==> config.mk <==
export PLATFORM = sky130hd
export DESIGN_NAME = cal_table_ram
export DESIGN_NICKNAME = d
export VERILOG_FILES = /design/src/cal_table_ram.sv
export SDC_FILE = /design/constraint.sdc
export NUM_CORES = 1
export LEC_CHECK = 0
export BUFFER_PORTS_ARGS = -buffer_cell sky130_fd_sc_hd__buf_2
export CAP_MARGIN = 20
export CORE_MARGIN = 2
export CORE_UTILIZATION = 35
export CTS_BUF_LIST = sky130_fd_sc_hd__clkbuf_4 sky130_fd_sc_hd__clkbuf_8 sky130_fd_sc_hd__clkbuf_16
export CTS_CLUSTER_SIZE = 8
export DETAILED_ROUTE_END_ITERATION = 7
export MAX_ROUTING_LAYER = met4
export SLEW_MARGIN = 20
export SYNTH_ARGS = -nofsm -noshare
export SYNTH_HDL_FRONTEND = slang
export SYNTH_SLANG_ARGS = --single-unit
==> constraint.sdc <==
create_clock -name clk -period 2.5 [get_ports clk]
set_clock_uncertainty 0.2 [all_clocks]
set_input_delay 0.125 -clock clk [delete_from_list [all_inputs] [get_ports clk]]
set_output_delay 0.125 -clock clk [all_outputs]
set_load 0.005 [all_outputs]
==> src/cal_table_ram.sv <==
`timescale 1ns/100ps
`default_nettype none

// Calibration table, one entry per camera pixel
// Port a is read/write for the accumulator, port b read-only for display
module cal_table_ram #(
    parameter int NUM_PIXELS = 64,
    parameter int LED_ADDRESS_WIDTH = 10,
    localparam int ADDR_W = (NUM_PIXELS > 1) ? $clog2(NUM_PIXELS) : 1,
    localparam int ENTRY_W = LED_ADDRESS_WIDTH + 1
)(
    input  wire                clk,
    input  wire   [ADDR_W-1:0] addr_a,
    input  wire   [ADDR_W-1:0] waddr_a,  // Write side of port a
    input  wire                we_a,
    input  wire  [ENTRY_W-1:0] wdata_a,
    output logic [ENTRY_W-1:0] rdata_a,  // Two cycles after addr_a
    input  wire   [ADDR_W-1:0] addr_b,
    output logic [ENTRY_W-1:0] rdata_b   // Two cycles after addr_b
);

    logic [ENTRY_W-1:0] mem [NUM_PIXELS];
    logic [ENTRY_W-1:0] rd_a_q;          // First output stage, port a
    logic [ENTRY_W-1:0] rd_b_q;          // First output stage, port b

    // Table starts empty at configuration
    initial begin
        for (int i = 0; i < NUM_PIXELS; i++) begin
            mem[i] = '0;
        end
    end

    always_ff @(posedge clk) begin
        if (we_a) begin
            mem[waddr_a] <= wdata_a;
        end
        rd_a_q <= mem[addr_a];           // Read-first, old contents
        rdata_a <= rd_a_q;
    end

    // Display port sees a same-cycle write from port a
    always_ff @(posedge clk) begin
        if (we_a && (waddr_a == addr_b)) begin
            rd_b_q <= wdata_a;
        end else begin
            rd_b_q <= mem[addr_b];
        end
        rdata_b <= rd_b_q;
    end

endmodule

`default_nettype wire

==> run summary, run 1 <==
largest net degree at the start of global routing: 65
Final Slew Violations: 0
CP max FO: 11
routed via count: 20000
Post-synth EDFFs: 704
Max Fclk: 397 MHz
Max-Cap Viols: 0
fin crit share: 101%
Fillers: 8176
Hold Vio Cnt, Final: 0
Power Dens Cells: 729 mW/mm²
Final nets: 2080
Leak: 0.0138 µW
WL/cell: 31.5 µm
Sw Ratio: 22.6%
share of power burned in registers: 46.0%
final setup vio count: 3
HP Class: in -> reg
met2 wire len: 50.0 mm
Cell variety after synth: 44
Sequential Area: 0.0219 mm²
Max IR drop VDD: 0.526 mV
initial antenna violation count: 9
worst rel slew slack: 40.8%
M1 WL: 42.7 mm
crit path kind: reg -> reg
vias in the first global route: 20200
CTS tree: done
commonest non-fill, non-tap cell in the layout: edfxtp_1
DR DRC count: 0
Most used DFF post-synth: edfxtp_1
CP Data Arrival Time: 2820 ps
Top Ports: 53
Die Area: 0.0984 mm²
vias per inst: 5.91
run status: finished, violations left
Synth-to-Final Area Change: 23.6%
post-synthesis sequential area ratio: 65.3%
DR WL met3: 10.4 mm
Die Ht: 314 µm
Worst setup SP type: flop
crit path time final: 2520 ps
Clock Path Buffers: 3
setup ws final: -18.4 ps
H-tree levels: 3
Async SR Flop Fraction: 0%
Critical Path RT: 2810 ps
DRT iter0 DRCs: 2469
combinational share of power: 8.8%
Cell Area, Synth: 0.0336 mm²
clock share of power: 45.1%
gpl congestion: 0.917
gr usage total: 22.2%
Mapped Cells: 1668
grt ovf: 0
placed insts: 3134
first-pass GRT wire length: 151 mm
Synth area leaders: edfxtp_1, mux4_2, dfxtp_1
Max Used Layer: met4
Net Switching: 6840 µW
std cell rows: 113
post-synthesis net count: 1699
clock slew at reported path FFs: 50 ps
Synth Area per Inst: 20.1 µm²
core area: 0.0950 mm²
DIE WIDTH: 314 µm
reg2reg setup slack: -20 ps
Internal Power: 23400 µW
Yosys reg bits: 743
Detailed Route WL: 107 mm
failing checks: setup timing
clk root buf: clkbuf_16
Synth top area share: 63.0%
setup TNS: -33.2 ps
Detailed Place HPWL: 70.8 mm
commonest non-fill, non-tap cells in the layout: edfxtp_1, mux4_2, buf_4
worst-margin pin slew: 883 ps
router iterations before antenna repair: 7
RSZ-0062 raised after global routing: true
I/O Buffers: 52
remaining antenna violation count: 0
footprint of the multi-input gates: 0.0111 mm²
Synthesis Warnings: 0
worst-skew pair later-pin latency: 670 ps
post-synth top area cell: edfxtp_1
initial core utilization: 35.3%
layout cell share with drive strength beyond 1: 45.3%
TritonCTS buffer count: 103
Crit. End Element: flop
Final Instance Count excl. Fillers: 3390
clock sink count: 743
worst max-delay path: stages (launching register included):
cell and delay (ps):
dfxtp_4 400, buf_12 180, mux4_2 530, mux2i_2 220, buf_4 190, a21oi_1 80, o21ai_2 370, o31ai_1 160
metrics by stage:
| step | cell area [µm²] | utilization (%) | setup slack (ps) | total power (µW) | hold WS (ps) |
|---|---|---|---|---|---|
| after global placement | 37300 | 39.3 | -818 | 16600 | 29.0 |
| after floorplan | 33600 | - | 207 | 15400 | -47.3 |
| after CTS | 41100 | 43.3 | -26.5 | 30300 | 6.30 |
| after global routing | 41500 | 43.7 | -44.9 | 31000 | 59.6 |
| final | 41500 | 43.7 | -18.4 | 30200 | 63.8 |
| after detailed placement | 37300 | 39.3 | -470 | 16600 | 29.0 |
logic make-up after synthesis:
| kind of cell | synth area share (%) |
|---|---|
| flops | 65.3 |
| buf+inv | 2.04 |
| simple gates | 2.60 |
| compound gates | 2.96 |
| mux | 27.1 |
flip-flops by register name, indices dropped and copies added (netlist names), named ones only:
signal,cells
rd_a_q,11
mem,704
rdata_a,11
rdata_b,11
synthesized netlist by cell type (all sizes together), types with 12 or more instances:
cell type,count
dfxtp,39
buf,86
o22ai,21
mux2i,66
nor2,99
o21ai,51
nand2,24
nand3,13
nor3,12
mux4,374
a211oi,22
nor2b,13
a21oi,33
clkbuf,40
edfxtp,704
per-layer routing:
metal	vias to the layer above	GRT usage (%)
met2	1158	33.8
met1	10700	30.0
met5	-	-
met4	0	6.86
li1	7988	-
met3	184	4.52
what timing repair did:
item | in CTS | in global routing
pin swaps | 2 | 2
cloned | 3 | 3
hold buffers | 30 | 0
hold endpoints to repair | 422 | 0
setup buffers | 12 | 27
gates resized for setup | 31 | 22
endpoints found under the setup margin | 9 | 10
cell type report:
| cell class | count | share of cell area, % |
|---|---|---|
| sequential | 743 | 52.9 |
| multi-input combinational | 795 | 26.8 |
| timing repair buffer | 402 | 8.76 |
| clock buffer | 167 | 7.44 |
| tap | 1265 | 3.81 |
| clock inverter | 7 | 0.226 |
| antenna | 7 | 0.0422 |
| inverter | 4 | 0.0362 |
final timing paths:
path / startpoint / end / depth (start not counted)
hold / removal: waddr_a[0] / mem[51][0]$_DFFE_PP_ / 4
setup / recovery: flop / rdata_b[3]$_DFF_P_ / 7
setup reg to reg: flop / rdata_b[3]$_DFF_P_ / 7
hold reg to reg: rd_a_q[1]$_DFF_P_ / rdata_a[1]$_DFF_P_ / 0
power by group through the flow:
stage	Clock [µW]	Sequential, µW	Combinational (µW)
final	13600	13900	2680
after global routing	14300	13900	2790
after CTS	13800	13900	2590
after detailed placement	0	14200	2470
after global placement	0	14200	2450
after floorplan	0	14100	1280
Power figures use the tool's default switching activity.
==> run 2: changes to the inputs <==
Settings changed: CORE_UTILIZATION 35 to 60, PLACE_DENSITY set to 0.77, SETUP_SLACK_MARGIN set to 0.15.
==> run 2 against run 1 <==
Effect of this change:
- the run still ends with setup timing left
- register-to-register slack barely moved
- sequential cell count did not move
- non-clock buffer count fell by 46
- sequential power barely moved
- setup slack got worse by 7.6 ps
- maximum frequency fell by 0.30%
- global-route usage rose by 15 points
- cell count fell by 17%
- cell area fell by 2.1%
- total power fell by 0.92%
- via count fell by 0.18%
- critical path type unchanged
==> run summary, run 2 (synthesized netlist as in run 1, its figures left out) <==
WL/cell: 35.3 µm (was 31.5 µm)
Hold Vio Cnt, Final: 0 (unchanged)
worst-skew pair later-pin latency: 650 ps (was 670 ps)
router iterations before antenna repair: 5 (was 7)
clk root buf: clkbuf_16 (unchanged)
H-tree levels: 3 (unchanged)
worst-margin pin slew: 872 ps (was 883 ps)
initial core utilization: 60.8% (was 35.3%)
CTS tree: done (unchanged)
Final nets: 2033 (was 2080)
HP Class: in -> reg (unchanged)
core area: 0.0552 mm² (was 0.0950 mm²)
final setup vio count: 1 (was 3)
Power Dens Cells: 738 mW/mm² (was 729 mW/mm²)
fin util: 73.6% (was 43.7%)
CP Data Arrival Time: 2810 ps (was 2820 ps)
vias per inst: 7.08 (was 5.91)
worst hold endpoint: mem[33][0]$_DFFE_PP_ (was mem[51][0]$_DFFE_PP_)
reg2reg setup slack: -30 ps (was -20 ps)
placed insts: 2587 (was 3134)
Worst Setup Slack post-DPL: -155 ps (was -470 ps)
Clock Path Buffers: 3 (unchanged)
Hold Path Origin: waddr_a[3] (was waddr_a[0])
clock slew at reported path FFs: 50 ps (about the same)
remaining antenna violation count: 0 (unchanged)
CP max FO: 7 (was 11)
Reg with most FFs: mem (unchanged)
grt ovf: 0 (unchanged)
gr usage total: 36.8% (was 22.2%)
Detailed Place HPWL: 61.8 mm (was 70.8 mm)
Detailed Route WL: 99.6 mm (was 107 mm)
Leak: 0.0136 µW (was 0.0138 µW)
Crit. End Element: flop (unchanged)
Fin Hold WS: 41.8 ps (was 63.8 ps)
fin crit share: 101% (about the same)
commonest non-fill, non-tap cell in the layout: edfxtp_1 (unchanged)
Die Area: 0.0579 mm² (was 0.0984 mm²)
footprint of the multi-input gates: 0.0112 mm² (was 0.0111 mm²)
Critical Path RT: 2790 ps (was 2810 ps)
Min-Delay Path Depth: 3 (was 4)
DR DRC count: 0 (unchanged)
R2R depth: 5 (was 7)
crit path kind: reg -> reg (unchanged)
RSZ-0062 raised after global routing: true (unchanged)
failing checks: setup timing (unchanged)
Max IR drop VDD: 0.890 mV (was 0.526 mV)
Worst setup SP type: flop (unchanged)
DIE WIDTH: 241 µm (was 314 µm)
r2r endpoint: rdata_b[9]$_DFF_P_ (was rdata_b[3]$_DFF_P_)
max FFs per register: 704 (unchanged)
Final Instance Count excl. Fillers: 2825 (was 3390)
worst rel slew slack: 41.8% (was 40.8%)
I/O Buffers: 52 (unchanged)
Die Ht: 241 µm (was 314 µm)
DRT iter0 DRCs: 2810 (was 2469)
Synth-to-Final Area Change: 20.9% (was 23.6%)
Max Fclk: 396 MHz (was 397 MHz)
TritonCTS buffer count: 102 (was 103)
setup ws final: -26.0 ps (was -18.4 ps)
Max-Cap Viols: 0 (unchanged)
clock sink count: 743 (unchanged)
commonest non-fill, non-tap cells in the layout: edfxtp_1, mux4_2, buf_4 (unchanged)
crit path time final: 2530 ps (was 2520 ps)
Fillers: 3094 (was 8176)
Sequential Area: 0.0219 mm² (about the same)
largest net degree at the start of global routing: 65 (unchanged)
initial antenna violation count: 3 (was 9)
std cell rows: 86 (was 113)
run status: finished, violations left (unchanged)
vias in the first global route: 20800 (was 20200)
layout cell share with drive strength beyond 1: 44.6% (was 45.3%)
first-pass GRT wire length: 143 mm (was 151 mm)
Top Ports: 53 (unchanged)
routed via count: 20000 (about the same)
Total Power: 30000 µW (was 30200 µW)
Final Slew Violations: 0 (unchanged)
gpl congestion: 0.949 (was 0.917)
run 2: cell count changes in the layout (fill, tap and decap cells not counted), moves of 3 or more:
cell	delta
nor2_4	-4
buf_4	-53
buf_16	-5
buf_12	+10
clkbuf_4	+10
o31ai_2	+3
a211oi_1	-3
o22ai_1	-3
inv_6	-3
nor2_1	+5
diode_2	-4
run 2: how the worst max path moves through the flow:
stage | startpoint | endpoint | slack [ps]
2_1_floorplan | flop | rdata_b[1]$_DFF_P_ | 210
3_3_place_gp | addr_a[0] | rd_a_q[1]$_DFF_P_ | -110
3_5_place_dp | addr_a[0] | rd_a_q[1]$_DFF_P_ | -160
4_1_cts | flop | rdata_b[8]$_DFF_P_ | 70
5_1_grt | flop | rdata_b[1]$_DFF_P_ | 8
6_report | flop | rdata_b[9]$_DFF_P_ | -30
run 2: per-layer routing:
metal  vias to the layer above  global-route usage [%]  wire length [µm]
li1                       7881                       -                 -
met3                       317                    7.98             11700
met4                         0                    19.4              5740
met1                     10300                    46.3             32700
met5                         -                       -                 0
met2                      1549                    57.2             49400
run 2: area by class of cell:
| cell class | count | area share [%] |
|---|---|---|
| flip-flops and latches | 743 | 54.0 |
| clock buffers | 176 | 7.78 |
| diodes | 3 | 0.0185 |
| multi-input cells | 795 | 27.6 |
| inverters | 4 | 0.0370 |
| well taps | 748 | 2.30 |
| repair buffers | 356 | 8.22 |
run 2: metrics by stage:
step | area, µm² | setup TNS (ps)
2_1_floorplan | 33600 | 0
3_3_place_gp | 36500 | -169
3_5_place_dp | 36500 | -245
4_1_cts | 40500 | 0
5_1_grt | 40600 | 0
6_report | 40600 | -26.0
run 2: timing repair:
action / 4_1_cts / 5_1_grt
setup buffers: 20 / 4
resized for setup: 52 / 15
hold buffers: 31 / 0
endpoints found under the hold margin: 511 / 0
pin swaps: 5 / 6
cloned: 3 / 1
endpoints found under the setup margin: 12 / 12
run 2: report_power, final:
group	internal [µW]	total, µW	switching, µW
clock network	8480	13500	4990
registers	13800	13900	105
logic	1200	2590	1390
total	23500	30000	6490
run 2: worst max-delay path: stages (launching register included):
cell,delay (ps)
dfxtp_1,480
inv_1,330
or3_1,510
buf_4,220
o221ai_1,500
o31ai_2,120
