File: src/cal_pkg.sv
`default_nettype none

// Camera-side definitions for the calibration table path
package cal_pkg;

    // Brightness sample from the frame buffer
    localparam int LUMA_WIDTH = 16;

    // One frame-buffer pixel as it streams past
    typedef struct packed {
        logic                  valid; // Sample present this cycle
        logic [LUMA_WIDTH-1:0] luma;  // Brightness
    } frame_pixel_t;

    // 17 bits in all
    localparam int FRAME_PIXEL_WIDTH = $bits(frame_pixel_t);

endpackage

`default_nettype wire

File: src/pixel_accumulator.sv
`timescale 1ns/100ps
`default_nettype none

// Thresholds streamed pixels and shifts the lit bit into each table entry
module pixel_accumulator #(
    parameter int NUM_PIXELS = 64,
    parameter int LED_ADDRESS_WIDTH = 10,
    parameter logic [cal_pkg::LUMA_WIDTH-1:0] LUMA_THRESHOLD = 16'hFFF0,
    localparam int ADDR_W = (NUM_PIXELS > 1) ? $clog2(NUM_PIXELS) : 1,
    localparam int ENTRY_W = LED_ADDRESS_WIDTH + 1
)(
    input  wire                   clk,
    input  wire                   arst_n,
    input  wire                   calibration_on,
    input  wire      [ADDR_W-1:0] pixel_addr,
    input  cal_pkg::frame_pixel_t pixel,
    output logic     [ADDR_W-1:0] ram_addr,
    output logic     [ADDR_W-1:0] ram_waddr,  // Address of the stage-2 write
    input  wire     [ENTRY_W-1:0] ram_rdata,  // Two cycles after ram_addr
    output logic                  ram_we,
    output logic    [ENTRY_W-1:0] ram_wdata
);

    // One pixel moving down the pipe
    typedef struct packed {
        logic              valid;  // Will write when it reaches stage 2
        logic [ADDR_W-1:0] addr;
        logic              lit;
    } stage_t;

    // A write already sent to the RAM
    typedef struct packed {
        logic               valid;
        logic [ADDR_W-1:0]  addr;
        logic [ENTRY_W-1:0] data;
    } wr_rec_t;

    stage_t  s0;        // Entering
    stage_t  s1;        // RAM read in flight
    stage_t  s2;        // Read data here, write out
    wr_rec_t wr_now;    // Write of this cycle
    wr_rec_t wr1;       // Write one cycle back
    wr_rec_t wr2;       // Write two cycles back
    logic [ENTRY_W-1:0] old_entry;

    // Read issued straight away
    assign ram_addr = pixel_addr;

    // Gate sampled on entry, not at write time
    assign s0.valid = pixel.valid && calibration_on;
    assign s0.addr  = pixel_addr;
    assign s0.lit   = (pixel.luma > LUMA_THRESHOLD); // Strictly above

    always_ff @(posedge clk or negedge arst_n) begin
        if (!arst_n) begin
            s1  <= '0;
            s2  <= '0;
            wr1 <= '0;
            wr2 <= '0;
        end else begin
            s1  <= s0;
            s2  <= s1;
            wr1 <= wr_now;
            wr2 <= wr1;
        end
    end

    // RAM data misses the two writes made since the read was issued
    always_comb begin
        if (wr1.valid && (wr1.addr == s2.addr)) begin
            old_entry = wr1.data;    // Newest wins
        end else if (wr2.valid && (wr2.addr == s2.addr)) begin
            old_entry = wr2.data;
        end else begin
            old_entry = ram_rdata;
        end
    end

    // Shift in the new plane at bit 0
    assign ram_we    = s2.valid;
    assign ram_waddr = s2.addr;
    assign ram_wdata = (old_entry << 1) | ENTRY_W'(s2.lit);

    assign wr_now.valid = ram_we;
    assign wr_now.addr  = s2.addr;
    assign wr_now.data  = ram_wdata;

    // Every table write traces back to a gated pixel two cycles earlier
    a_write_from_pixel: assert property (
        @(posedge clk) disable iff (!arst_n)
        ram_we |-> ($past(pixel.valid, 2) && $past(calibration_on, 2))
    );

endmodule

`default_nettype wire

File: config.mk
export PLATFORM = sky130hd
export DESIGN_NAME = pixel_accumulator
export DESIGN_NICKNAME = d
export VERILOG_FILES = /design/src/cal_pkg.sv /design/src/pixel_accumulator.sv
export SDC_FILE = /design/constraint.sdc
export NUM_CORES = 1
export LEC_CHECK = 0
export BUFFER_PORTS_ARGS = -buffer_cell sky130_fd_sc_hd__buf_2
export CELL_PAD_IN_SITES_DETAIL_PLACEMENT = 0
export CELL_PAD_IN_SITES_GLOBAL_PLACEMENT = 1
export CORE_ASPECT_RATIO = 1.5
export CORE_MARGIN = 1.5
export CORE_UTILIZATION = 30
export CTS_BUF_LIST = sky130_fd_sc_hd__clkbuf_8 sky130_fd_sc_hd__clkbuf_16
export DETAILED_ROUTE_END_ITERATION = 8
export PLACE_DENSITY = 0.62
export SLEW_MARGIN = 20
export SYNTH_ARGS = -nofsm -noshare
export SYNTH_HDL_FRONTEND = slang
export SYNTH_SLANG_ARGS = --single-unit
File: constraint.sdc
create_clock -name clk -period 2.2 [get_ports clk]
set_clock_uncertainty 0.2 [all_clocks]
set_input_delay 0.11 -clock clk [delete_from_list [all_inputs] [get_ports clk]]
set_output_delay 0.11 -clock clk [all_outputs]
set_load 0.005 [all_outputs]
==> results of run 1 <==
==> worst max-delay path: stages (launching register included) <==
cell and delay (ns):
dfrtp_1 0.42, xor2_1 0.18, or4b_1 0.53, buf_6 0.17
o21ai_1 0.12, a21oi_1 0.10, buf_2 0.14
==> synth_stat cells, drive strengths merged <==
master / instances
buf: 7
a22oi: 10
a21oi: 10
nand3: 2
and2: 1
and3: 2
and4: 1
nand4: 4
dfrtp: 50
xor2: 3
or4b: 1
nor4: 12
clkbuf: 7
nor3: 10
o21ai: 10
xnor2: 9
nand2: 10
==> path summary, 6_finish.rpt <==
kind,end,depth (start not counted)
hold reg to reg,ram_waddr[4],0
min in group asynchronous,wr2[11],2
setup reg to reg,wr1[9],5
hold / removal,ram_waddr[4],0
max in group asynchronous,wr1[0],3
setup / recovery,ram_wdata[9],6
==> through the flow <==
step / instances / hold WS, ns
after floorplan: 149 / -0.3856
after global placement: 276 / -0.04472
after detailed placement: 276 / -0.02896
after CTS: 307 / 0.1576
after global routing: 308 / 0.1655
final: 308 / 0.1544
==> area by class of cell <==
cell class | count | area share (%)
flip-flops and latches | 50 | 48.22
well taps | 72 | 3.472
repair buffers | 93 | 23.38
multi-input cells | 85 | 21.31
clock inverters | 3 | 0.9643
clock buffers | 5 | 2.652
==> layer usage <==
layer / part of all wire (%) / track usage, %
met3: 6.2 / 3.507
met2: 47 / 21.33
met5: 0 / 0
met1: 46 / 17.29
met4: 0.74 / 3.768
==> what timing repair did <==
item / in CTS / in global routing
endpoints found under the hold margin: 43 / 0
hold buffers: 21 / 0
gates resized for setup: 7 / 5
setup endpoints to repair: 10 / 10
setup buffers: 2 / 1
==> flip-flops by register name (all words and copies together) (netlist names) <==
signal     count
s1             8
ram_we         1
wr1           17
ram_waddr      6
s2             1
wr2           17
==> power by group <==
part / switching, W / internal (W) / total [W]
Clock: 0.000314 / 0.000230 / 0.000544
Combinational: 0.000114 / 0.000108 / 0.000222
Sequential: 0.0000244 / 0.000964 / 0.000988
Total: 0.000453 / 0.00130 / 0.00175
==> cells by family (layout without fill, tap and decap cells) <==
| family | after synthesis | after routing | synth area share (%) |
|---|---|---|---|
| DFF | 50 | 50 | 67.75 |
| xor gates and xnor gates | 12 | 12 | 5.692 |
| and+or+nand+nor | 43 | 43 | 12.74 |
| AOI/OAI and AO/OA | 30 | 30 | 9.688 |
| buffers and inverters | 14 | 101 | 4.133 |
==> qor.txt, run 1 <==
status: finished, violations left
failing checks: negative setup slack
hpwl dp: 2756 um
vias per cell: 4.688
Worst EP required: 1.89 ns
initial antenna violation count: 0
most frequent cells in the layout: 59 x buf_2, 50 x dfrtp_1, 21 x dlygate4sd3_1
most common cell after layout, fill and taps aside: buf_2
Synth warnings: 0
worst-skew pair later-pin latency: 0.30 ns
Final Max Tran Viols: 0
syn nets: 186
Area after DPL: 2231 um^2
worst hold start: s1[5]
Rows: 34
Power Density: 675.9 nW/um^2
final setup fails: 10
IO Pins: 61
total grt overflow: 0
ranking of synthesized cells by area: dfrtp_1 68%, xnor2_1 4.3%, a22oi_1 4.1%
pre-CTS setup slack: 0.2123 ns
drt pass-1 iters: 4
CP arrival: 1.97 ns
startpoint class of the critical path: flop
global-route wire length before repair: 6686 um
DRC violations left: 0
largest net degree at the start of global routing: 29
fin nets: 272
fillers: 553
crit path launch: ram_waddr[0]
area of the multi-input gates: 553.0 um^2
largest area contributor in the netlist: dfrtp_1
Starting Density: 31.46%
critical path type: flop to output port
worst-path maximum fanout: 10
final hold violation count: 0
reg-to-reg slack, setup: 0.35 ns
post-route ant nets: 0
Worst-Margin Slew: 0.6428 ns
Final Cycle Share: 103.5%
RSZ-0062 raised after global routing: true
gpl congestion: 0.7083
nature of the critical path endpoint: output port
Netlist cell types: 19
Mapped Area: 1847 um^2
reg2reg start: ram_waddr[0]
die height: 99.09 um
Layout Utilization: 44.20%
Die X: 67.06 um
Clock transition at path regs: 0.10 ns
die area: 6645 um^2
via count: 1444
CTS buffer count: 5
CTS Sinks: 50
depth of the CTS H-tree: 2
syn_area_per_cell: 12.39 um^2
mean routed wirelength per cell: 13.56 um
IO buf count: 59
Slew headroom: 57.14%
Diodes inserted: 0
Reg area: 1251 um^2
cells after synthesis: 149
Tot Pwr: 0.001754 W
final worst slack: -0.07656 ns
Seq/Total Area, Yosys: 67.75%
HP Class: flop to flop
root buffer cell: clkbuf_8
Max rail drop VDD: 383.0 uV
CTS max path bufs: 2
Finished Cell Area: 2595 um^2
setup total negative slack: -0.5709 ns
Area growth syn-to-layout: 40.51%
vias in the first global route: 1403
Core Box Area: 5871 um^2
final worst path period need: 2.277 ns
top cell type's share of synthesized area: 67.75%
fraction of final layout cells sized beyond drive strength 1: 38.98%
Max Cap Viol: 0
total track usage: 13.20%
DRT Wirelength: 4175 um
synthesis-stage register bit count: 50
static leakage: 1.135 nW
drt initial violations: 91
CTS tree: built
Fmax achieved: 439.3 MHz
(Power assumes the default switching activity.)
==> inputs of run 2 (changes only) <==
PLACE_DENSITY = not set   (was 0.62)
PLACE_DENSITY_LB_ADDON = 0.1   (was not set)
==> run 2 against run 1 <==
Clock-buffer cell count unchanged. Via count increased by 8.7%. The flow still finishes with violations (negative setup slack). Maximum frequency increased by 1.5%. Flip-flop and latch count unchanged. Largest cell class unchanged. Die area unchanged. Clock power increased by 18%. Critical endpoint is now ram_wdata[6]. Final cell count increased by 0.32%. Sequential share of layout area decreased by 2.2 points. Power increased by 7.3%. Setup slack improved by 0.033 ns.
==> qor.txt, run 2 (synthesis gave the netlist of run 1 again) <==
vias in the first global route: 1515
sw frac: 24.74%
Slew headroom: 57.64%
drt initial violations: 90
CTS Sinks: 50
Final Cycle Share: 102.0%
fraction of final layout cells sized beyond drive strength 1: 45.57%
Seq pwr share: 52.7%
Net Sw Power: 0.0004654 W
DRC violations left: 0
total track usage: 14.97%
final hold violation count: 0
post-route ant nets: 0
DRT Wirelength: 4695 um
Rows: 34
Area growth syn-to-layout: 47.09%
CP arrival: 1.93 ns
IO buf count: 59
gpl congestion: 0.7832
power share of the clock group: 34.2%
CTS buffer count: 5
Max rail drop VDD: 378.7 uV
startpoint class of the critical path: flop
RSZ-0062 raised after global routing: true
failing checks: negative setup slack
final worst slack: -0.04362 ns
Comb pwr share: 13.1%
critical path type: flop to output port
die height: 99.09 um
Worst-Margin Slew: 0.6355 ns
Fmax achieved: 445.7 MHz
static leakage: 1.165 nW
worst-path maximum fanout: 5
Tot Pwr: 0.001881 W
depth of the CTS H-tree: 2
Int Power: 0.001416 W
mean routed wirelength per cell: 15.19 um
status: finished, violations left
fin nets: 273
Clock transition at path regs: 0.09 ns
root buffer cell: clkbuf_8
most common cell after layout, fill and taps aside: buf_2
worst-skew pair later-pin latency: 0.30 ns
die area: 6645 um^2
IO Pins: 61
CTS max path bufs: 2
Core Box Area: 5871 um^2
CTS tree: built
initial antenna violation count: 0
Worst EP required: 1.89 ns
total grt overflow: 0
Cells on Worst Hold Path: 0
vias per cell: 5.081
most frequent cells in the layout: 59 x buf_2, 50 x dfrtp_1, 21 x dlygate4sd3_1
Power Density: 692.6 nW/um^2
final setup fails: 10
drt pass-1 iters: 4
setup total negative slack: -0.2324 ns
Max Cap Viol: 0
Starting Density: 31.46%
HP Class: flop to flop
reg2reg path depth: 5
largest net degree at the start of global routing: 51
nature of the critical path endpoint: output port
Final Max Tran Viols: 0
final worst path period need: 2.244 ns
top flop regs: wr1: 17 flops, wr2: 17 flops, s1: 8 flops
global-route wire length before repair: 7486 um
hpwl dp: 2834 um
via count: 1570
Diodes inserted: 0
Die X: 67.06 um
## run 2: cell types whose count changed in the layout (fill, tap and decap cells not counted), sizes merged
| cell | previous run | this run |
|---|---|---|
| inv | 1 | 0 |
| bufinv | 0 | 1 |
| buf | 72 | 71 |
| clkinvlp | 1 | 2 |
| and4 | 1 | 2 |
| or4b | 1 | 2 |
| clkinv | 1 | 0 |
## run 2: area by class of cell
class                      instances  area (um^2)
sequential                        50         1251
fill                             570         3154
clock buffer                       5        68.82
tap                               72        90.09
timing repair buffer              92        595.6
multi-input combinational         87        665.6
clock inverter                     3        45.04
## run 2: power groups by stage
stage / clock [W] / sequential [W] / combinational (W)
after floorplan: 0 / 0.00100 / 0.0000853
after global placement: 0 / 0.00101 / 0.000180
after detailed placement: 0 / 0.00101 / 0.000182
after CTS: 0.000667 / 0.000991 / 0.000237
after global routing: 0.000702 / 0.000997 / 0.000271
final: 0.000643 / 0.000991 / 0.000247
## run 2: final timing paths
| path | start | slack (ns) | to |
|---|---|---|---|
| setup / recovery | wr2[11] | -0.04 | ram_wdata[6] |
| hold / removal | s1[0] | 0.16 | s2[0] |
| setup reg to reg | wr2[11] | 0.27 | wr1[6] |
| hold reg to reg | s1[0] | 0.16 | s2[0] |
| max in group asynchronous | arst_n | 1.13 | wr2[15] |
| min in group asynchronous | arst_n | 0.24 | wr2[7] |
## run 2: routing by layer
| metal | vias up | global-route usage [%] | wire length, um |
|---|---|---|---|
| met1 | 768 | 17.90 | 1889 |
| met5 | - | 0 | 0 |
| met3 | 15 | 3.846 | 264 |
| met2 | 73 | 24.83 | 2366 |
| li1 | 714 | - | - |
| met4 | 0 | 6.750 | 174 |
## run 2: per-stage QoR
step	worst slack [ns]	hold slack (ns)	instance area (um^2)	cells	util, %
2_1_floorplan	0.4006	-0.3856	1847	149	-
3_3_place_gp	0.1122	0.02798	2208	273	37.62
3_5_place_dp	0.05568	0.02997	2208	273	37.62
4_1_cts	-0.05433	0.1577	2664	308	45.38
5_1_grt	-0.1178	0.1645	2716	309	46.27
6_report	-0.04362	0.1553	2716	309	46.27
## run 2: worst max-delay path, stage by stage, from the launching register on
cell	delay, ns
dfrtp_1	0.40
xor2_2	0.21
or4b_4	0.63
o21ai_2	0.17
a21oi_2	0.08
buf_2	0.13
## run 2: timing repair
item	in CTS	in global routing
endpoints found under the hold margin	67	0
hold buffers	21	0
buffers inserted	4	1
resized for setup	21	8
cloned	2	0
pin swaps	6	3
setup endpoints to repair	10	10
