**config.mk**
```make
export PLATFORM = sky130hd
export DESIGN_NAME = id_shower
export DESIGN_NICKNAME = d
export VERILOG_FILES = /design/src/led_pkg.sv /design/src/id_shower.sv
export SDC_FILE = /design/constraint.sdc
export NUM_CORES = 1
export LEC_CHECK = 0
export BUFFER_PORTS_ARGS = -buffer_cell sky130_fd_sc_hd__buf_4
export CAP_MARGIN = 20
export CELL_PAD_IN_SITES_DETAIL_PLACEMENT = 1
export CELL_PAD_IN_SITES_GLOBAL_PLACEMENT = 1
export CORE_AREA = 2 2 67 69
export CTS_CLUSTER_DIAMETER = 40
export DETAILED_ROUTE_END_ITERATION = 8
export DIE_AREA = 0 0 69 71
export PLACE_DENSITY = 0.68
export SYNTH_ARGS = -nofsm -noshare
export SYNTH_HDL_FRONTEND = slang
export SYNTH_SLANG_ARGS = --single-unit
```
**constraint.sdc**
```tcl
create_clock -name clk -period 2.9 [get_ports clk]
set_input_delay 0.58 -clock clk [delete_from_list [all_inputs] [get_ports clk]]
set_output_delay 0.58 -clock clk [all_outputs]
set_load 0.1 [all_outputs]
```
**src/led_pkg.sv**
```systemverilog
`default_nettype none

// Strand-side definitions for the ID shower
package led_pkg;

    localparam int COLOR_WIDTH = 8; // One channel

    // GRB order, as WS281x-style drivers shift it out
    typedef struct packed {
        logic [COLOR_WIDTH-1:0] green;
        logic [COLOR_WIDTH-1:0] red;
        logic [COLOR_WIDTH-1:0] blue;
    } rgb_t;

    // ID shower states
    typedef enum logic [1:0] {
        SH_IDLE = 2'd0, // Wait for first credit of a frame
        SH_SEND = 2'd1, // Stream colours
        SH_DONE = 2'd2  // Latch bit index for next frame
    } shower_state_e;

endpackage

`default_nettype wire

```
**src/id_shower.sv**
```systemverilog
`timescale 1ns/100ps
`default_nettype none

// Shows one bit-plane of LED indices per frame, paced by driver credits
module id_shower #(
    parameter int NUM_LEDS = 50,
    parameter int LED_ADDRESS_WIDTH = 10,
    parameter int CREDIT_DEPTH = 8
)(
    input  wire            clk,
    input  wire            arst_n,
    input  wire            increment_id,          // Advance bit-plane from next frame
    input  wire            led_credit,            // One pulse, one colour word
    output led_pkg::rgb_t  led_color,
    output logic           color_valid,
    output logic           displayed_frame_valid  // Last LED of the frame
);

    import led_pkg::*;

    localparam int IDX_W = LED_ADDRESS_WIDTH + 1;
    localparam int BIT_W = (LED_ADDRESS_WIDTH > 0) ? $clog2(LED_ADDRESS_WIDTH + 1) : 1;
    localparam int CNT_W = $clog2(CREDIT_DEPTH + 2); // Room for one overflow

    shower_state_e    state;
    logic [CNT_W-1:0] credit_cnt;   // Stored credits
    logic [IDX_W-1:0] led_idx;      // LED being sent
    logic [BIT_W-1:0] pending_bit;  // Follows increment_id
    logic [BIT_W-1:0] active_bit;   // Plane shown this frame
    logic [BIT_W-1:0] pending_next;
    logic             last_led;
    logic             lit;

    // Plane index wraps after LED_ADDRESS_WIDTH+1 planes
    always_comb begin
        if (pending_bit == BIT_W'(LED_ADDRESS_WIDTH)) begin
            pending_next = '0;
        end else begin
            pending_next = pending_bit + 1'b1;
        end
    end

    assign last_led = (led_idx == IDX_W'(NUM_LEDS - 1));
    assign lit      = led_idx[active_bit];

    // Zero latency from a stored credit
    assign color_valid           = (state == SH_SEND) && (credit_cnt != '0);
    assign displayed_frame_valid = color_valid && last_led;

    assign led_color.green = {COLOR_WIDTH{lit}};
    assign led_color.red   = {COLOR_WIDTH{lit}};
    assign led_color.blue  = {COLOR_WIDTH{lit}};

    always_ff @(posedge clk or negedge arst_n) begin
        if (!arst_n) begin
            state       <= SH_IDLE;
            credit_cnt  <= '0;
            led_idx     <= '0;
            pending_bit <= '0;
            active_bit  <= '0;
        end else begin
            // Credit in and colour out may share a cycle
            credit_cnt <= credit_cnt + CNT_W'(led_credit) - CNT_W'(color_valid);

            if (increment_id) begin
                pending_bit <= pending_next;
            end

            case (state)
                SH_IDLE: begin
                    if ((credit_cnt != '0) || led_credit) begin
                        state <= SH_SEND;
                    end
                end
                SH_SEND: begin
                    // No credit, hold position
                    if (color_valid) begin
                        if (last_led) begin
                            led_idx <= '0;
                            state   <= SH_DONE;
                        end else begin
                            led_idx <= led_idx + 1'b1;
                        end
                    end
                end
                SH_DONE: begin
                    active_bit <= pending_bit; // Pulse in this cycle waits a frame
                    state      <= SH_IDLE;
                end
                default: state <= SH_IDLE;
            endcase
        end
    end

    // Driver must not hand out more credits than it was sized for
    a_credit_bound: assert property (
        @(posedge clk) disable iff (!arst_n)
        credit_cnt <= CNT_W'(CREDIT_DEPTH)
    );

    // A colour word starts only after some credit reached us
    a_color_has_credit: assert property (
        @(posedge clk) disable iff (!arst_n)
        $rose(color_valid) |-> ($past(led_credit) || $past(credit_cnt != '0))
    );

endmodule

`default_nettype wire

```
==> impl_metrics.env, run 1 <==
export IMPL_status="completed"
export IMPL_seq_area_frac_synth_pct=41.46
export IMPL_synthCells=148
export IMPL_via_count=1048
export IMPL_routedWlPerCell_um=14.14
export IMPL_finalNetCount=170
export IMPL_cts_root_buffer="clkbuf_8"
export IMPL_ant_nets=0
export IMPL_totalWireLength_um=2955
export IMPL_ioPinCount=30
export IMPL_grt_usage_pct=13.29
export IMPL_max_freq_ghz=0.3678
export IMPL_die_w_um=69
export IMPL_grt_pass1_wl_um=5285
export IMPL_via_per_inst=5.014
export IMPL_numCtsBuffers=3
export IMPL_grt_pass1_vias=1106
export IMPL_cts_sinks=25
export IMPL_htreeDepth=1
export IMPL_dp_hpwl_um=2267
export IMPL_final_hold_violation_count=0
export IMPL_drv_slew=0
export IMPL_fin_skew_ps=4.382
export IMPL_crit_type="reg2out"
export IMPL_drive_gt1_share_pct=29.30
export IMPL_worst_slew_pin_slew_ps=365.9
export IMPL_overflow=0
export IMPL_rows=24
export IMPL_avgSynthCellArea_um2=10.20
export IMPL_antenna_found_initial=0
export IMPL_io_buffers=29
export IMPL_drtPass1Iterations=4
export IMPL_clkLatencyLatePin_ps=270
export IMPL_ys_ff_latch=25
export IMPL_grt_max_degree=26
export IMPL_ctsResizeCount=0
export IMPL_postCtsSetupBuffers=0
export IMPL_maxSlewHeadroom_pct=75.26
export IMPL_worstPathRequired_ps=2320
export IMPL_startpoint_type="flop"
export IMPL_finalSetupTns_ps=0
export IMPL_setup_viol=0
export IMPL_core_area_um2=4204
export IMPL_synth_nets=160
export IMPL_die_y_um=71
export IMPL_drtIter0Drc=13
export IMPL_syn_to_final_growth_pct=10.03
export IMPL_max_cap_viol_count=0
export IMPL_synth_distinct_cells=35
export IMPL_rsz0062_at_grt="false"
export IMPL_synth_area_um2=1509
export IMPL_route_detailed_drc=0
export IMPL_postCtsHoldBufs=0
export IMPL_crit_path_end_kind="output pin"
export IMPL_initial_core_util_pct=35.89
export IMPL_cp_max_fo=7
export IMPL_ys_warn_count=0
export IMPL_critical_path_arrival_ps=2140
export IMPL_antennaDiodeCount=0
export IMPL_cts_tree="done"
export IMPL_dieArea_um2=4899
export IMPL_clk_path_buf_depth=2
export IMPL_finalCritPeriodShare_pct=93.75
export IMPL_fin_crit_ps=2719
export IMPL_gp_congestion=0.8518
export IMPL_hp_class="in2async"
export IMPL_clk_pin_slew_worst_paths_ps=90
export IMPL_rr_worst_depth=10
final cells by class:
type | instances | area [um2]
fillers | 480 | 2544
well taps | 52 | 65.06
clock buffers | 4 | 45.04
inverters | 11 | 41.29
repair buffers | 30 | 225.2
flip-flops and latches | 25 | 625.6
multi-input cells | 87 | 658.1
final timing paths:
path / startpoint / to / slack [ps]
max: led_idx[1] / displayed_frame_valid / 180
min: arst_n / credit_cnt[0] / 200
max reg2reg: credit_cnt[2] / credit_cnt[2] / 460
min reg2reg: state[1] / state[0] / 470
max in group asynchronous: arst_n / led_idx[5] / 2440
min in group clk: state[1] / state[0] / 470
per-stage QoR:
step           util (%)  setup WS [ps]  instance area, um2  hold WS (ps)  instances
2_1_floorplan         -          165.9                1516         284.4        148
3_3_place_gp      38.42          527.8                1615         458.6        205
3_5_place_dp      38.42          454.3                1615         461.7        205
4_1_cts           39.49          243.8                1660         209.2        209
5_1_grt           39.49          84.96                1660         207.4        209
6_report          39.49          181.3                1660         199.1        209
cells by family after synthesis:
kind of cell / synth area share (%)
DFF: 41.46
xor gates and xnor gates: 5.224
AOI/OAI and AO/OA: 6.218
muxes: 7.296
and+or+nand+nor: 17.25
buffers and inverters: 15.42
adders and majority gates: 7.131
routing by layer:
layer / wire length [um] / part of all wire, % / vias to the layer above / global-route usage (%)
li1: - / - / 500 / -
met1: 1306 / 44 / 510 / 17.06
met2: 1467 / 50 / 35 / 21.90
met3: 145 / 4.9 / 3 / 2.991
met4: 36 / 1.2 / 0 / 5.229
met5: 0 / 0 / - / 0
registers in the layout, indices dropped and copies added (netlist names):
signal,count
active_bit,4
state,2
credit_cnt,4
pending_bit,4
led_idx,11
worst max-delay path: stages, from the launching register on:
cell	delay [ps]
dfrtp_1	440
inv_1	100
ha_1	160
nor4b_1	330
nand4_1	360
nor2_2	170
buf_4	300
placed cells by master, fill, tap and decap left out, drive strengths merged, types with 3 or more instances in the layout:
| cell type | instances |
|---|---|
| a21oi | 3 |
| buf | 30 |
| clkbuf | 4 |
| dfrtp | 25 |
| ha | 7 |
| inv | 11 |
| mux2 | 4 |
| nand2 | 15 |
| nand3 | 5 |
| nand3b | 3 |
| nor2 | 5 |
| nor3 | 4 |
| nor4 | 4 |
| o21ai | 9 |
| xor2 | 8 |
synthesized netlist by cell type:
| cell | number | share of area (%) |
|---|---|---|
| nor3_1 | 4 | 1.3 |
| inv_2 | 1 | 0.25 |
| mux4_2 | 2 | 3.0 |
| nand2_1 | 15 | 3.7 |
| or3b_4 | 1 | 0.75 |
| nor3b_1 | 1 | 0.50 |
| nor2b_1 | 2 | 0.83 |
| nor4_1 | 3 | 1.2 |
| nand3b_1 | 2 | 0.99 |
| dfrtp_1 | 25 | 41 |
| nand3b_4 | 1 | 1.3 |
| xnor2_1 | 1 | 0.58 |
| nand3_1 | 5 | 1.7 |
| nor2_1 | 5 | 1.2 |
| buf_4 | 24 | 12 |
| ha_1 | 7 | 5.8 |
| nor4b_1 | 1 | 0.58 |
| mux2_2 | 4 | 3.0 |
| nor4_2 | 1 | 0.83 |
| fa_1 | 1 | 1.3 |
| xor2_1 | 8 | 4.6 |
| inv_1 | 10 | 2.5 |
| and3_1 | 1 | 0.41 |
| o31ai_1 | 2 | 0.99 |
| buf_6 | 1 | 0.75 |
| o21ai_1 | 3 | 0.99 |
| o221a_2 | 1 | 0.75 |
| mux2i_1 | 2 | 1.3 |
| a21o_1 | 1 | 0.50 |
| or3_1 | 1 | 0.41 |
| a21oi_1 | 3 | 0.99 |
| nand4_1 | 1 | 0.41 |
| and4_1 | 1 | 0.58 |
| nand2b_1 | 1 | 0.41 |
| o21ai_0 | 6 | 2.0 |
Power of run 1 is not shown: default switching activity piles up to over one toggle a cycle in this logic, so the estimate is an artifact.
==> run 2: changes to the inputs <==
Settings changed: PLACE_DENSITY 0.68 to not set, PLACE_DENSITY_LB_ADDON set to 0.08.
==> impl_metrics.env, run 2 (same netlist as run 1, synthesis figures left out) <==
export IMPL_fin_skew_ps=6.137
export IMPL_numCtsBuffers=3
export IMPL_route_detailed_drc=0
export IMPL_hp_class="in2async"
export IMPL_via_count=1046
export IMPL_cts_sinks=25
export IMPL_postCtsSetupBuffers=0
export IMPL_clk_path_buf_depth=2
export IMPL_syn_to_final_growth_pct=10.78
export IMPL_final_cell_mix="buf_4, dfrtp_1, nand2_1"
export IMPL_fillers=479
export IMPL_mostFrequentLayoutCell="buf_4"
export IMPL_ctsResizeCount=0
export IMPL_core_area_um2=4204
export IMPL_cp_cell_sequence="mux4_2, nor2_1, o31ai_2, buf_4, buf_4"
export IMPL_totalWireLength_um=2923
export IMPL_fin_crit_ps=2546
export IMPL_status="completed"
export IMPL_crit_type="reg2out"
export IMPL_cpMostUsedCell="buf_4"
export IMPL_drive_gt1_share_pct=30.38
export IMPL_grt_usage_pct=12.67
export IMPL_htreeDepth=1
export IMPL_max_cap_viol_count=0
export IMPL_worst_path_buf_inv=2
export IMPL_dp_hpwl_um=2292
export IMPL_clkLatencyLatePin_ps=270
export IMPL_initial_core_util_pct=35.89
export IMPL_cts_root_buffer="clkbuf_8"
export IMPL_worstPathRequired_ps=2320
export IMPL_drtPass1Iterations=4
export IMPL_gp_congestion=0.7649
export IMPL_drv_slew=0
export IMPL_grt_max_degree=26
export IMPL_final_hold_violation_count=0
export IMPL_worst_slew_pin_slew_ps=373.2
export IMPL_die_y_um=71
export IMPL_slowest_delay_ps=470
export IMPL_critical_path_arrival_ps=1970
export IMPL_finalCritPeriodShare_pct=87.78
export IMPL_top_register="led_idx"
export IMPL_cts_tree="done"
export IMPL_grt_pass1_vias=1075
export IMPL_grt_pass1_wl_um=5050
export IMPL_slowest_stage="dfrtp_1"
export IMPL_maxSlewHeadroom_pct=74.89
export IMPL_max_freq_ghz=0.3928
export IMPL_ant_nets=0
export IMPL_startpoint_type="flop"
export IMPL_cp_top_family="buffers and inverters"
export IMPL_io_buffers=29
export IMPL_finalSetupTns_ps=0
export IMPL_utilization_pct=39.76
export IMPL_largest_reg_flops=11
export IMPL_drtIter0Drc=26
export IMPL_rows=24
export IMPL_reg2reg_from="credit_cnt[2]"
export IMPL_overflow=0
export IMPL_antennaDiodeCount=0
export IMPL_clk_pin_slew_worst_paths_ps=90
export IMPL_finalNetCount=171
export IMPL_rsz0062_at_grt="false"
export IMPL_critPathLaunch="active_bit[1]"
export IMPL_setup_viol=0
export IMPL_postCtsHoldBufs=0
export IMPL_crit_path_end_kind="output pin"
export IMPL_via_per_inst=4.981
export IMPL_routedWlPerCell_um=13.92
export IMPL_cp_max_fo=24
export IMPL_dieArea_um2=4899
export IMPL_die_w_um=69
export IMPL_ioPinCount=30
export IMPL_antenna_found_initial=0
## run 2: cell types whose count changed in the layout (fill, tap and decap cells not counted), sizes merged
cell,change
buf,+1
clkbuf,-1
clkinvlp,+1
## run 2: final timing paths
check | end | slack [ps] | cells after the start
max | led_color[15] | 350 | 5
min | led_idx[7] | 200 | 1
max reg2reg | credit_cnt[2] | 480 | 10
min reg2reg | state[0] | 470 | 1
max in group asynchronous | credit_cnt[2] | 2460 | 1
min in group clk | state[0] | 470 | 1
## run 2: area by class of cell
class                   instances  area, um2  area share, %
multi-input cells              87      658.1          39.37
flip-flops and latches         25      625.6          37.43
repair buffers                 31      232.7          13.92
well taps                      52      65.06          3.892
clock buffers                   3      41.29          2.470
inverters                      11      41.29          2.470
clock inverters                 1      7.507         0.4491
## run 2: layer usage
metal | wire (um) | part of all wire [%] | vias up | global-route usage, %
met1 | 1281 | 44 | 521 | 14.93
met3 | 70 | 2.4 | 4 | 2.707
li1 | - | - | 504 | -
met4 | 34 | 1.2 | 0 | 3.922
met2 | 1537 | 53 | 17 | 23.08
met5 | 0 | 0 | - | 0
## run 2: stage by stage
stage / hold WS, ps / instances / cell area, um2 / setup slack (ps)
after floorplan: 284.4 / 148 / 1516 / 165.9
after global placement: 462.0 / 206 / 1623 / 513.3
after detailed placement: 471.0 / 206 / 1623 / 470.1
after CTS: 207.7 / 210 / 1672 / 316.9
after global routing: 203.0 / 210 / 1672 / 213.3
final: 195.1 / 210 / 1672 / 354.4
## run 2: worst reg2reg max path, cell delays in order (launching register included)
cell and delay, ps:
dfrtp_1 370, inv_1 70, ha_1 130, or3b_4 400, nand3b_4 190, inv_2 100, ha_1 280, inv_1 40
ha_1 200, fa_1 380, xor2_1 170
Power of run 2 is left out for the same reason.
==> run 3: changes to the inputs <==
--- a/config.mk
+++ b/config.mk
@@ -15,3 +15,3 @@
 export DIE_AREA = 0 0 69 71
-export PLACE_DENSITY_LB_ADDON = 0.08
+export PLACE_DENSITY = 0.81
 export SYNTH_ARGS = -nofsm -noshare
==> constraint.sdc (replaced) <==
create_clock -name clk -period 2.9 [get_ports clk]
set_input_delay 0.29 -clock clk [delete_from_list [all_inputs] [get_ports clk]]
set_output_delay 0.29 -clock clk [all_outputs]
set_load 0.1 [all_outputs]
==> impl_metrics.env, run 3 (same netlist as run 1, synthesis figures left out) <==
export IMPL_status="completed"
export IMPL_via_per_inst=5.081
export IMPL_postCtsSetupBuffers=0
export IMPL_place_area_um2=1613
export IMPL_die_w_um=69
export IMPL_grt_usage_pct=12.53
export IMPL_multi_input_area_um2=655.6
export IMPL_die_y_um=71
export IMPL_max_cap_viol_count=0
export IMPL_final_cell_mix="buf_4, dfrtp_1, nand2_1"
export IMPL_antenna_found_initial=0
export IMPL_crit_type="reg2reg"
export IMPL_ioPinCount=30
export IMPL_cts_tree="done"
export IMPL_startpoint_type="flop"
export IMPL_cp_cell_sequence="inv_1, ha_1, or3b_4, nand3b_4, inv_2, ha_1, inv_1, ha_1, fa_1, xor2_1"
export IMPL_worst_path_buf_inv=3
export IMPL_initial_core_util_pct=35.89
export IMPL_cp_max_fo=14
export IMPL_cpMostUsedCell="ha_1"
export IMPL_r2r_end="credit_cnt[2]"
export IMPL_cts_sinks=25
export IMPL_largest_reg_flops=11
export IMPL_htreeDepth=1
export IMPL_rsz0062_at_grt="false"
export IMPL_grt_pass1_wl_um=5126
export IMPL_crit_path_end_kind="flop"
export IMPL_maxSlewHeadroom_pct=71.18
export IMPL_postCtsHoldBufs=1
export IMPL_dp_hpwl_um=2263
export IMPL_hold_start="increment_id"
export IMPL_syn_to_final_growth_pct=10.78
export IMPL_mostFrequentLayoutCell="buf_4"
export IMPL_finalCritPeriodShare_pct=84.20
export IMPL_antennaDiodeCount=0
export IMPL_gp_congestion=0.9185
export IMPL_fin_crit_ps=2442
export IMPL_rr_worst_depth=10
export IMPL_utilization_pct=39.76
export IMPL_slowest_stage="or3b_4"
export IMPL_hold_depth=2
export IMPL_r2r_slack_ps=460
export IMPL_clkLatencyLatePin_ps=270
export IMPL_finalInstanceArea_um2=1672
export IMPL_cp_top_family="adder cells"
export IMPL_cts_root_buffer="clkbuf_8"
export IMPL_drtPass1Iterations=4
export IMPL_top_register="led_idx"
export IMPL_hp_class="in2reg"
export IMPL_ctsResizeCount=0
export IMPL_slowest_delay_ps=400
export IMPL_grt_pass1_vias=1136
export IMPL_max_freq_ghz=0.4095
export IMPL_io_buffers=29
export IMPL_drtIter0Drc=18
export IMPL_drv_slew=0
export IMPL_finalNonFillerCells=210
export IMPL_routedWlPerCell_um=13.68
export IMPL_reg2reg_from="credit_cnt[2]"
export IMPL_fillers=487
export IMPL_route_detailed_drc=0
export IMPL_ant_nets=0
export IMPL_finalSetupTns_ps=0
export IMPL_setup_viol=0
export IMPL_fin_skew_ps=4.434
export IMPL_worst_slew_pin_slew_ps=428.3
export IMPL_drive_gt1_share_pct=29.11
export IMPL_hold_end="pending_bit[0]"
export IMPL_clk_pin_slew_worst_paths_ps=90
export IMPL_finalNetCount=171
export IMPL_core_area_um2=4204
export IMPL_clk_path_buf_depth=2
export IMPL_dp_cells=205
export IMPL_overflow=0
export IMPL_worstPathRequired_ps=3070
export IMPL_grt_max_degree=26
export IMPL_critical_path_arrival_ps=2610
export IMPL_seqCellArea_um2=625.6
export IMPL_final_hold_violation_count=0
export IMPL_dieArea_um2=4899
export IMPL_rows=24
export IMPL_totalWireLength_um=2873
export IMPL_numCtsBuffers=3
export IMPL_via_count=1067
-- run 3: cell types whose count changed in the layout (fill, tap and decap cells not counted), sizes merged --
cell	delta
buf	-1
dlygate4sd3	+1
-- run 3: through the flow --
step,setup slack [ps],hold slack [ps]
after CTS,444.1,219.9
after global routing,293.3,224.9
final,458.1,223.0
after global placement,543.1,204.3
after detailed placement,462.3,209.9
after floorplan,265.4,-5.591
-- run 3: layout make-up --
class | count | area share (%)
well taps | 52 | 3.892
clock inverters | 1 | 0.4491
inverters | 11 | 2.470
flip-flops and latches | 25 | 37.43
repair buffers | 31 | 14.07
multi-input cells | 87 | 39.22
clock buffers | 3 | 2.470
-- run 3: per-layer routing --
| metal | up-vias | track usage, % | wire (um) |
|---|---|---|---|
| li1 | 499 | - | - |
| met1 | 521 | 15.36 | 1221 |
| met2 | 42 | 22.01 | 1434 |
| met3 | 5 | 2.991 | 182 |
| met4 | 0 | 3.704 | 35 |
| met5 | - | 0 | 0 |
-- run 3: worst max-delay path by stage --
stage	start	cells past startpoint	slack [ps]	end
2_1_floorplan	led_idx[1]	5	270	displayed_frame_valid
3_3_place_gp	credit_cnt[2]	10	540	credit_cnt[2]
3_5_place_dp	credit_cnt[2]	10	460	credit_cnt[2]
4_1_cts	credit_cnt[2]	10	440	credit_cnt[2]
5_1_grt	credit_cnt[2]	10	290	credit_cnt[2]
6_report	credit_cnt[2]	10	460	credit_cnt[2]
Power of run 3 is left out for the same reason.
